## config.mk

```make
export PLATFORM = sky130hd
export DESIGN_NAME = elevator_top
export DESIGN_NICKNAME = d
export VERILOG_FILES = /design/src/elevator_pkg.sv /design/src/call_if.sv /design/src/call_register.sv /design/src/shaft_position.sv /design/src/dwell_timer.sv /design/src/car_controller.sv /design/src/elevator_top.sv
export SDC_FILE = /design/constraint.sdc
export NUM_CORES = 1
export LEC_CHECK = 0
export ABC_AREA = 1
export ABC_CLOCK_PERIOD_IN_PS = 2100
export BUFFER_PORTS_ARGS = -buffer_cell sky130_fd_sc_hd__buf_2
export CAP_MARGIN = 20
export CORE_MARGIN = 1.5
export CORE_UTILIZATION = 54
export DETAILED_ROUTE_END_ITERATION = 8
export GPL_ROUTABILITY_DRIVEN = 1
export HOLD_SLACK_MARGIN = 0.06
export PLACE_DENSITY = 0.76
export SYNTH_ARGS = -nofsm -noshare
export SYNTH_HDL_FRONTEND = slang
export SYNTH_SLANG_ARGS = --single-unit
```

## constraint.sdc

```tcl
create_clock -name i_clock -period 2.1 [get_ports i_clock]
set_input_delay 0.105 -clock i_clock [delete_from_list [all_inputs] [get_ports i_clock]]
set_output_delay 0.105 -clock i_clock [all_outputs]
set_load 0.02 [all_outputs]
```

## src/elevator_pkg.sv

```systemverilog
package elevator_pkg;

	localparam int NUM_FLOORS   = 8;
	localparam int DWELL_CYCLES = 10;	// cycles the door stays open

	// twice the floor count keeps room for a 16-floor shaft
	localparam int FLOOR_W = $clog2(2 * NUM_FLOORS);

	typedef enum logic [1:0] {
		MOTOR_STOP = 2'd0,
		MOTOR_DOWN = 2'd1,
		MOTOR_UP   = 2'd2
	} motor_t;

	typedef enum logic [1:0] {
		DOOR_HOLD  = 2'd0,
		DOOR_OPEN  = 2'd1,
		DOOR_CLOSE = 2'd2
	} door_cmd_t;

	typedef enum logic [1:0] {
		SENSE_BETWEEN = 2'd0,
		SENSE_OPENED  = 2'd1,
		SENSE_CLOSED  = 2'd2
	} door_sense_t;

	typedef enum logic [2:0] {
		IDLE    = 3'd0,	// stopped, doors closed
		OPENING = 3'd1,
		DWELL   = 3'd2,
		CLOSING = 3'd3,
		MOVING  = 3'd4
	} ctrl_state_t;

endpackage

```

## src/call_if.sv

```systemverilog
`timescale 1ns/1ns

interface call_if;

	import elevator_pkg::*;

	logic				calls_above;	// pending call above the car
	logic				calls_below;	// pending call below the car
	logic				call_here;		// pending call at the car
	logic				clear_here;		// served, drop call at car_floor
	logic [FLOOR_W-1:0]	car_floor;

	modport registry (
		input	car_floor,
		input	clear_here,
		output	calls_above,
		output	calls_below,
		output	call_here
	);

	modport controller (
		input	calls_above,
		input	calls_below,
		input	call_here,
		output	clear_here
	);

endinterface

```

## src/call_register.sv

```systemverilog
`timescale 1ns/1ns

module call_register #(
	parameter int NUM_FLOORS = elevator_pkg::NUM_FLOORS
) (
	input	logic					i_clock,
	input	logic					i_an_reset,
	input	logic					i_block,
	input	logic [NUM_FLOORS-1:0]	i_car_btn,
	input	logic [NUM_FLOORS-1:0]	i_hall_up,
	input	logic [NUM_FLOORS-1:0]	i_hall_down,
	call_if.registry				calls
);

	import elevator_pkg::*;

	logic [NUM_FLOORS-1:0]	pending;	// one call bit per floor
	logic [NUM_FLOORS-1:0]	press;
	logic					above;
	logic					below;
	logic					here;

	assign press = i_car_btn | i_hall_up | i_hall_down;

	always_ff @(posedge i_clock or negedge i_an_reset) begin
		if (!i_an_reset) begin
			pending <= '0;
		end
		else if (i_block) begin
			pending <= '0;	// blocked, drop everything
		end
		else begin
			for (int f = 0; f < NUM_FLOORS; f++) begin
				if (calls.clear_here && calls.car_floor == FLOOR_W'(f))
					pending[f] <= 1'b0;
				if (press[f])
					pending[f] <= 1'b1;	// press beats clear
			end
		end
	end

	always_comb begin
		above = 1'b0;
		below = 1'b0;
		here  = 1'b0;
		for (int f = 0; f < NUM_FLOORS; f++) begin
			if (FLOOR_W'(f) > calls.car_floor)
				above = above | pending[f];
			else if (FLOOR_W'(f) < calls.car_floor)
				below = below | pending[f];
			else
				here = here | pending[f];
		end
	end

	assign calls.calls_above = above;
	assign calls.calls_below = below;
	assign calls.call_here   = here;

endmodule

```

## src/shaft_position.sv

```systemverilog
`timescale 1ns/1ns

module shaft_position #(
	parameter int NUM_FLOORS = elevator_pkg::NUM_FLOORS
) (
	input	logic							i_clock,
	input	logic							i_an_reset,
	input	logic							i_block,
	input	logic							i_sensor_up,
	input	logic							i_sensor_down,
	input	elevator_pkg::motor_t			i_motor,
	output	logic [elevator_pkg::FLOOR_W-1:0]	o_floor,
	output	logic							o_arrive,
	output	logic [3:0]						o_level_display
);

	import elevator_pkg::*;

	localparam logic [FLOOR_W-1:0] TOP_FLOOR = FLOOR_W'(NUM_FLOORS - 1);

	logic	reached;
	logic	reached_d;
	logic	reached_rise;

	assign reached      = i_sensor_up & i_sensor_down;
	assign reached_rise = reached & !reached_d;

	always_ff @(posedge i_clock or negedge i_an_reset) begin
		if (!i_an_reset) begin
			reached_d <= 1'b0;
			o_arrive  <= 1'b0;
			o_floor   <= '0;
		end
		else begin
			reached_d <= reached;
			o_arrive  <= reached_rise;
			if (reached_rise) begin
				if (i_motor == MOTOR_UP && o_floor != TOP_FLOOR)
					o_floor <= o_floor + 1'b1;
				else if (i_motor == MOTOR_DOWN && o_floor != '0)
					o_floor <= o_floor - 1'b1;	// saturate at ground
			end
		end
	end

	assign o_level_display = i_block ? 4'd15 : 4'(o_floor);	// 15 flags blocked

endmodule

```

## src/dwell_timer.sv

```systemverilog
`timescale 1ns/1ns

module dwell_timer #(
	parameter int DWELL_CYCLES = elevator_pkg::DWELL_CYCLES
) (
	input	logic	i_clock,
	input	logic	i_an_reset,
	input	logic	i_start,
	output	logic	o_done
);

	localparam int CNT_W = $clog2(DWELL_CYCLES + 1);

	logic [CNT_W-1:0]	count;

	// load one short so done lands DWELL_CYCLES after start
	always_ff @(posedge i_clock or negedge i_an_reset) begin
		if (!i_an_reset) begin
			count <= '0;
		end
		else if (i_start) begin
			count <= CNT_W'(DWELL_CYCLES - 1);
		end
		else if (count != '0) begin
			count <= count - 1'b1;
		end
	end

	assign o_done = (count == '0);	// holds until next start

endmodule

```

## src/car_controller.sv

```systemverilog
`timescale 1ns/1ns

module car_controller (
	input	logic						i_clock,
	input	logic						i_an_reset,
	input	logic						i_block,
	input	elevator_pkg::door_sense_t	i_door_sense,
	input	logic						i_open_btn,
	input	logic						i_close_btn,
	input	logic						i_sensor_inside,
	input	logic						i_overload,
	input	logic						i_arrive,
	input	logic						i_timer_done,
	output	logic						o_timer_start,
	output	elevator_pkg::motor_t		o_motor,
	output	elevator_pkg::door_cmd_t	o_door,
	output	logic						o_direction,
	call_if.controller					ctrl
);

	import elevator_pkg::*;

	ctrl_state_t	state;
	logic			direction;		// 1 up, 0 down
	logic			ahead;
	logic			behind;
	logic			door_opened;
	logic			reopen;

	assign ahead  = direction ? ctrl.calls_above : ctrl.calls_below;
	assign behind = direction ? ctrl.calls_below : ctrl.calls_above;
	assign reopen = i_sensor_inside | i_overload | i_open_btn;

	// doors fully open, passengers served here
	assign door_opened = (state == OPENING) && (i_door_sense == SENSE_OPENED) && !i_block;

	assign ctrl.clear_here = door_opened;
	assign o_timer_start   = door_opened;
	assign o_direction     = direction;

	always_ff @(posedge i_clock or negedge i_an_reset) begin
		if (!i_an_reset) begin
			state     <= IDLE;
			direction <= 1'b1;
			o_motor   <= MOTOR_STOP;
			o_door    <= DOOR_HOLD;
		end
		else if (i_block) begin
			state   <= IDLE;
			o_motor <= MOTOR_STOP;
			o_door  <= DOOR_HOLD;
		end
		else begin
			case (state)
				IDLE: begin
					if (i_door_sense != SENSE_CLOSED) begin
						state  <= CLOSING;	// shut doors left open by a block
						o_door <= DOOR_CLOSE;
					end
					else if (ctrl.call_here) begin
						state  <= OPENING;
						o_door <= DOOR_OPEN;
					end
					else if (ahead) begin
						state   <= MOVING;
						o_motor <= direction ? MOTOR_UP : MOTOR_DOWN;
					end
					else if (behind) begin
						state     <= MOVING;
						direction <= !direction;
						o_motor   <= direction ? MOTOR_DOWN : MOTOR_UP;
					end
				end

				OPENING: begin
					if (i_door_sense == SENSE_OPENED) begin
						state  <= DWELL;
						o_door <= DOOR_HOLD;
					end
					else begin
						o_door <= DOOR_OPEN;
					end
				end

				DWELL: begin
					if (i_close_btn || i_timer_done) begin
						state  <= CLOSING;
						o_door <= DOOR_CLOSE;
					end
				end

				CLOSING: begin
					if (reopen) begin
						state  <= OPENING;
						o_door <= DOOR_OPEN;
					end
					else if (i_door_sense == SENSE_CLOSED) begin
						state  <= IDLE;
						o_door <= DOOR_HOLD;
					end
				end

				MOVING: begin
					if (i_arrive) begin
						if (ctrl.call_here) begin
							state   <= OPENING;
							o_motor <= MOTOR_STOP;
							o_door  <= DOOR_OPEN;
						end
						else if (!ahead) begin
							state   <= IDLE;	// nothing left this way
							o_motor <= MOTOR_STOP;
						end
					end
				end

				default: begin
					state   <= IDLE;
					o_motor <= MOTOR_STOP;
					o_door  <= DOOR_HOLD;
				end
			endcase
		end
	end

endmodule

```

## src/elevator_top.sv

```systemverilog
`timescale 1ns/1ns

module elevator_top #(
	parameter int NUM_FLOORS   = elevator_pkg::NUM_FLOORS,
	parameter int DWELL_CYCLES = elevator_pkg::DWELL_CYCLES
) (
	input	logic					i_clock,
	input	logic					i_an_reset,
	input	logic					i_buttons_block,
	input	logic					i_open_btn,
	input	logic					i_close_btn,
	input	logic					i_overload,
	input	logic					i_sensor_up,
	input	logic					i_sensor_down,
	input	logic					i_sensor_inside,
	input	logic [1:0]				i_sensor_door,	// 0 between, 1 opened, 2 closed
	input	logic [NUM_FLOORS-1:0]	i_btn_in,
	input	logic [NUM_FLOORS-1:0]	i_btn_up_out,
	input	logic [NUM_FLOORS-1:0]	i_btn_down_out,
	output	logic [1:0]				o_engine,		// 0 stop, 1 down, 2 up
	output	logic [1:0]				o_door,			// 0 hold, 1 open, 2 close
	output	logic					o_direction,
	output	logic [3:0]				o_level_display
);

	import elevator_pkg::*;

	motor_t			motor;
	door_sense_t	door_sense;
	logic			arrive;
	logic			timer_start;
	logic			timer_done;

	call_if calls ();

	assign door_sense = door_sense_t'(i_sensor_door);
	assign o_engine   = motor;

	call_register #(
		.NUM_FLOORS	(NUM_FLOORS)
	) call_register0 (
		.i_clock		(i_clock),
		.i_an_reset		(i_an_reset),
		.i_block		(i_buttons_block),
		.i_car_btn		(i_btn_in),
		.i_hall_up		(i_btn_up_out),
		.i_hall_down	(i_btn_down_out),
		.calls			(calls.registry)
	);

	shaft_position #(
		.NUM_FLOORS	(NUM_FLOORS)
	) shaft_position0 (
		.i_clock			(i_clock),
		.i_an_reset			(i_an_reset),
		.i_block			(i_buttons_block),
		.i_sensor_up		(i_sensor_up),
		.i_sensor_down		(i_sensor_down),
		.i_motor			(motor),
		.o_floor			(calls.car_floor),
		.o_arrive			(arrive),
		.o_level_display	(o_level_display)
	);

	dwell_timer #(
		.DWELL_CYCLES	(DWELL_CYCLES)
	) dwell_timer0 (
		.i_clock	(i_clock),
		.i_an_reset	(i_an_reset),
		.i_start	(timer_start),
		.o_done		(timer_done)
	);

	car_controller car_controller0 (
		.i_clock			(i_clock),
		.i_an_reset			(i_an_reset),
		.i_block			(i_buttons_block),
		.i_door_sense		(door_sense),
		.i_open_btn			(i_open_btn),
		.i_close_btn		(i_close_btn),
		.i_sensor_inside	(i_sensor_inside),
		.i_overload			(i_overload),
		.i_arrive			(arrive),
		.i_timer_done		(timer_done),
		.o_timer_start		(timer_start),
		.o_motor			(motor),
		.o_door				(o_door),
		.o_direction		(o_direction),
		.ctrl				(calls.controller)
	);

endmodule

```

* After elaboration in Yosys (flattened, before gate mapping) *
Index checks and enable logic that the tools add are counted.

storage, ports and cells
  bits in registers = 26
  input bits = 35
  output and inout port bits = 9
  word-level logic and storage cells = 227

cells by class
  add/sub/neg operators = 3
  order comparisons = 16
  equality and inequality tests = 27
  mux-type cells = 97
  bitwise logic cells = 31
  reduce and logical (&&, ||, !) cells = 37

operators by type and width
  cell                number
  $mux 1              59
  $mux 3              12
  $mux 2              17
  $reduce_bool 3->1   8
  $or 1x1->1          23
  $mux 4              5
  $reduce_and 6->1    3
  $eq 4x3->1 const B  4
  $gt 3x4->1 const A  4
  $lt 3x4->1 const A  4
  $or 8x8->8          2
  $pmux 3 s5          1
  $logic_and 1x1->1   12
  $ne 3x3->1 const B  4
  $pmux 2 s5          1
  $eq 4x2->1 const B  2
  $gt 1x4->1 const A  2
  $gt 2x4->1 const A  2
  $logic_not 4->1     2
  $lt 1x4->1 const A  2
  $lt 2x4->1 const A  2
  $mux 8              1
  $ne 4x2->1 const B  2
  $reduce_bool 4->1   2
  24 further kinds    35

* Depth between registers and ports, before layout *
  word-level depth = 31
  mapped depth = 14
  depth with buffers taken out = 14

* Hierarchy *
A second synthesis with hierarchy kept.

second synthesis, totals
  cells, all modules = 309
  area total of the unflattened synthesis = 2,057.0 µm²

modules (own cells, without submodules)
  module          instances  cells each  area each (µm²)
  car_controller  1          110         698.2
  call_register   1          112         659.4
  shaft_position  1          59          457.9
  dwell_timer     1          28          241.5

* Least setup slack after synthesis *
No wires, ideal clock.

  kind = register to register
  start = reg shaft_position0.o_floor[0] (netlist bit)
  end = reg car_controller0.state[0]
  setup time = 120 ps
  arrival time = 1,576 ps
  path slack = 404 ps
  cell stages (with the launch flop) = 14
  path buffers = 0
  period minus slack after synthesis = 1,696 ps
  cell sequence = dfrtp_1 inv_1 ha_1 inv_1 nand4_1 nand2_1 nor2_1 nand3_1 nand2_1 inv_1 nor2_1 nor2_1 nand2_1 nand2_1

on the way
  cells in the longest elaborated chain, start to end = 30
  elaborated cells between the ends (all ways) = 89

ends and longest elaborated chain
  element                   RTL line              RTL
  start: declaration        shaft_position.sv:12  output logic [elevator_pkg::FLOOR_W-1:0] o_floor,
  start signal: assignment  shaft_position.sv:39  o_floor <= o_floor + 1'b1;
  start signal: assignment  shaft_position.sv:41  o_floor <= o_floor - 1'b1;
  $lt 1x4->1                call_register.sv:49   else if (FLOOR_W'(f) < calls.car_floor)
  $mux 1                    call_register.sv:49
  $mux 1                    call_register.sv:47   if (FLOOR_W'(f) > calls.car_floor)
  $or 1x1->1                call_register.sv:50   below = below | pending[f];
  $mux 1                    call_register.sv:49
  $mux 1                    call_register.sv:47
  $or 1x1->1                call_register.sv:50
  $mux 1                    call_register.sv:49
  [... 14 more ...]         n/a
  $mux 1                    call_register.sv:49
  $mux 1                    call_register.sv:47
  $mux 1                    car_controller.sv:30  assign ahead = direction ? ctrl.calls_above : ctrl.calls_below;
  $mux 3                    car_controller.sv:64  else if (ahead) begin
  $mux 3                    car_controller.sv:60  else if (ctrl.call_here) begin
  $mux 3                    car_controller.sv:56  if (i_door_sense != SENSE_CLOSED) begin
  $pmux 3 s5                car_controller.sv:54  case (state)
  $mux 3                    car_controller.sv:48  else if (i_block) begin
  end signal: assignment    car_controller.sv:49  state <= IDLE;
  end signal: assignment    car_controller.sv:57  state <= CLOSING;
  end signal: assignment    car_controller.sv:61  state <= OPENING;
  end: declaration          car_controller.sv:23  ctrl_state_t state;

Parallel ways exist; a longest one is shown, timed or not. The select of a mux whose other input is x is not followed.
A chain may end at the register's enable or synchronous reset.

* Final worst setup path *
  start = reg shaft_position0.o_floor[3] (netlist bit)
  end = reg car_controller0.state[0]

The elaborated chain is that of the path after synthesis.

==> results.txt <==
core area - 3416 um2
Critical Path Start Type - register
I/O Buffers - 43
WS Path Type - reg2reg
CTS clk-pin slew, worst paths - 0.15 ns
Cell Area, Placed - 2230 um2
CTS tree - done
Synthesis Warnings - 0
Unique masters post-synth - 31
share of layout cells above drive strength 1 - 25.00%
DRT Pass-1 Iters - 4
Yosys reg bits - 26
final RePlAce weighted congestion - 0.8970
Worst slew margin - 59.33%
Synth top area share - 31.67%
RSZ-0062 raised after global routing - false
Final min period - 1.892 ns
commonest cells in the netlist - nand2_1 (81), inv_1 (39), nor2_1 (38)
outcome - complete, no violations
top-level port count - 44
worst-path cell chain - inv_2 > nand2_2 > inv_2 > nand3_1 > nand2_1 > nor2_1 > nand2_1 > nand2_1 > nand2_1 > nor2_1 > nor2_1 > nand2_1 > nand2_1
WP buf/inv - 2
Slew Viols, Final - 0
Tightest Pin Transition - 0.6101 ns
clk sinks - 26
Synth area leader - dfrtp_1
Syn Area/Cell - 6.697 um2
CP max stage cell - dfrtp_1
number of flops mapped to enable cells by yosys - 0
largest net degree at the start of global routing - 27
Pleak - 0.001352 uW
PnR Total Power - 2379 uW
vias in the first global route - 1,941
Syn-to-layout area delta - 25.27%
Clock Skew - 0.008710 ns
routed len/inst - 12.33 um
Rows - 21
via count - 2,074
Nets - 397
hold crit path type - in2reg
Worst Path Required - 2.33 ns
period utilization - 90.10%
Num CTS Buffers - 3
async set-reset flop share out of synthesis - 100.0%
CP max FO - 11
synthesized net count - 335
DIE AREA - 4030 um2
Initial DRC Count - 136
Mapped Cells - 295
global route overflow - 0
DIE WIDTH - 63.49 um
Routed Antenna Nets - 0
PwrDens - 961.3 nW/um2
final WL - 4957 um
DIE HEIGHT - 63.49 um
dpl hpwl - 3673 um
Starting Density - 57.84%
Finished Cell Area - 2475 um2
WP data arrival - 2.13 ns
VDD IR max - 750.3 uV
initial antenna violation count - 0
Max-cap violations - 0
worst skew pair latency - 0.33 ns
Setup TNS - 0 ns
slowest cell delay on critical path - 0.50 ns
Synth area leaders - dfrtp_1 (32%), nand2_1 (15%), inv_1 (7.4%)
sequential-to-total area share from yosys stat - 33.00%
maximum clock rate - 528.5 MHz
Hold Vio Cnt, Final - 0
ant diodes - 0
GRT Util Overall - 26.51%
CTS Buffer Depth - 2
worst reg2reg setup slack - 0.21 ns
Top FF cell, synth - dfrtp_1
Crit path top cell by count - nand2_1
Fillers - 283
cell with the most instances after synthesis - nand2_1
cell area after synthesis - 1976 um2
CP Capture Type - register
Root Driver - clkbuf_4
crit-path leading delay family - simple AND/OR/NAND/NOR gates
drt via density - 5.159
# setup viols final - 0
# DRC - 0
first-pass GRT wire length - 8438 um
Layout Utilization - 72.45%
H-tree levels - 1
[logic make-up (layout without fill, tap and decap cells)]
kind of cell               count (synthesis)  after routing  synth area share [%]
xor gates and xnor gates                   4              4                 1.774
buffers and inverters                     48            109                 9.690
AOI/OAI and AO/OA                         30             30                 8.803
adders and majority gates                  5              5                 3.167
and+or+nand+nor                          182            182                 43.57
DFF                                       26             26                 33.00
[final cells by class]
class	instances	area (um2)	share of cell area, %
Multi-Input combinational cell	221	1155	46.66
Sequential cell	26	654.4	26.44
Timing Repair Buffer	61	390.4	15.77
Inverter	44	165.2	6.673
Tap cell	46	57.56	2.326
Clock inverter	1	30.03	1.213
Clock buffer	3	22.52	0.9100
[registers in the layout, summed over array words and instances, names as in the netlist]
register                     cells
call_register0.pending           8
car_controller0.o_direction      1
car_controller0.o_door           2
car_controller0.o_motor          2
car_controller0.state            3
dwell_timer0.count               4
shaft_position0.o_arrive         1
shaft_position0.o_floor          4
shaft_position0.reached_d        1
[path summary, 6_finish.rpt]
check	startpoint	end	cells past startpoint
setup / recovery	shaft_position0.o_floor[3]$_DFFE_PN0P_	car_controller0.state[0]$_DFFE_PN0P_	13
hold / removal	i_btn_in[1]	call_register0.pending[1]$_DFFE_PN0P_	3
setup reg to reg	shaft_position0.o_floor[3]$_DFFE_PN0P_	car_controller0.state[0]$_DFFE_PN0P_	13
hold reg to reg	shaft_position0.reached_d$_DFF_PN0_	shaft_position0.o_arrive$_DFF_PN0_	1
max in group asynchronous	i_an_reset	shaft_position0.o_floor[1]$_DFFE_PN0P_	2
min in group asynchronous	i_an_reset	shaft_position0.o_floor[2]$_DFFE_PN0P_	2
[tightest hold or removal path, stage by stage]
cell	delay, ns
buf_2	0.08
nor3_1	0.04
a31oi_1	0.15
[cells in the final DEF (no fill, tap or decap), types with 3 or more instances in the layout]
cell           instances
a21oi_1               10
a31oi_1                3
buf_2                 43
clkbuf_4               3
dfrtp_1               23
dlygate4sd3_1         16
ha_1                   3
inv_1                 37
inv_2                  7
nand2_1               81
nand2_2                5
nand3_1               22
nand3_2                8
nand4_1                4
nor2_1                37
nor2_2                 8
nor2_4                 4
nor3_1                 9
o21ai_0                7
o31ai_1                3
xor2_1                 3
[layer usage]
layer | track usage (%) | vias up | part of all wire, %
met3 | 5.536 | 4 | 5.7
met5 | 0 | - | 0
li1 | - | 1061 | -
met4 | 5.435 | 0 | 0.95
met2 | 45.53 | 68 | 48
met1 | 34.35 | 941 | 45
[report_power, final]
| group | internal [uW] | switching (uW) |
|---|---|---|
| combinational | 461 | 784 |
| sequential | 635 | 147 |
| clock | 193 | 160 |
[what timing repair did]
item	in CTS	in global routing
buffers inserted	0	1
endpoints found under the setup margin	0	7
endpoints found under the hold margin	34	0
hold buffers	16	0
resized for setup	0	9
[per-stage QoR]
stage	worst slack, ns	instances	hold WS, ns
4_1_cts	0.06839	401	0.06297
3_3_place_gp	0.1897	381	0.1460
2_1_floorplan	0.4037	295	-0.1906
5_1_grt	0.01205	402	0.06175
6_report	0.2080	402	0.06937
3_5_place_dp	0.1128	381	0.1472
No activity file was read; power rests on OpenSTA's default activity.
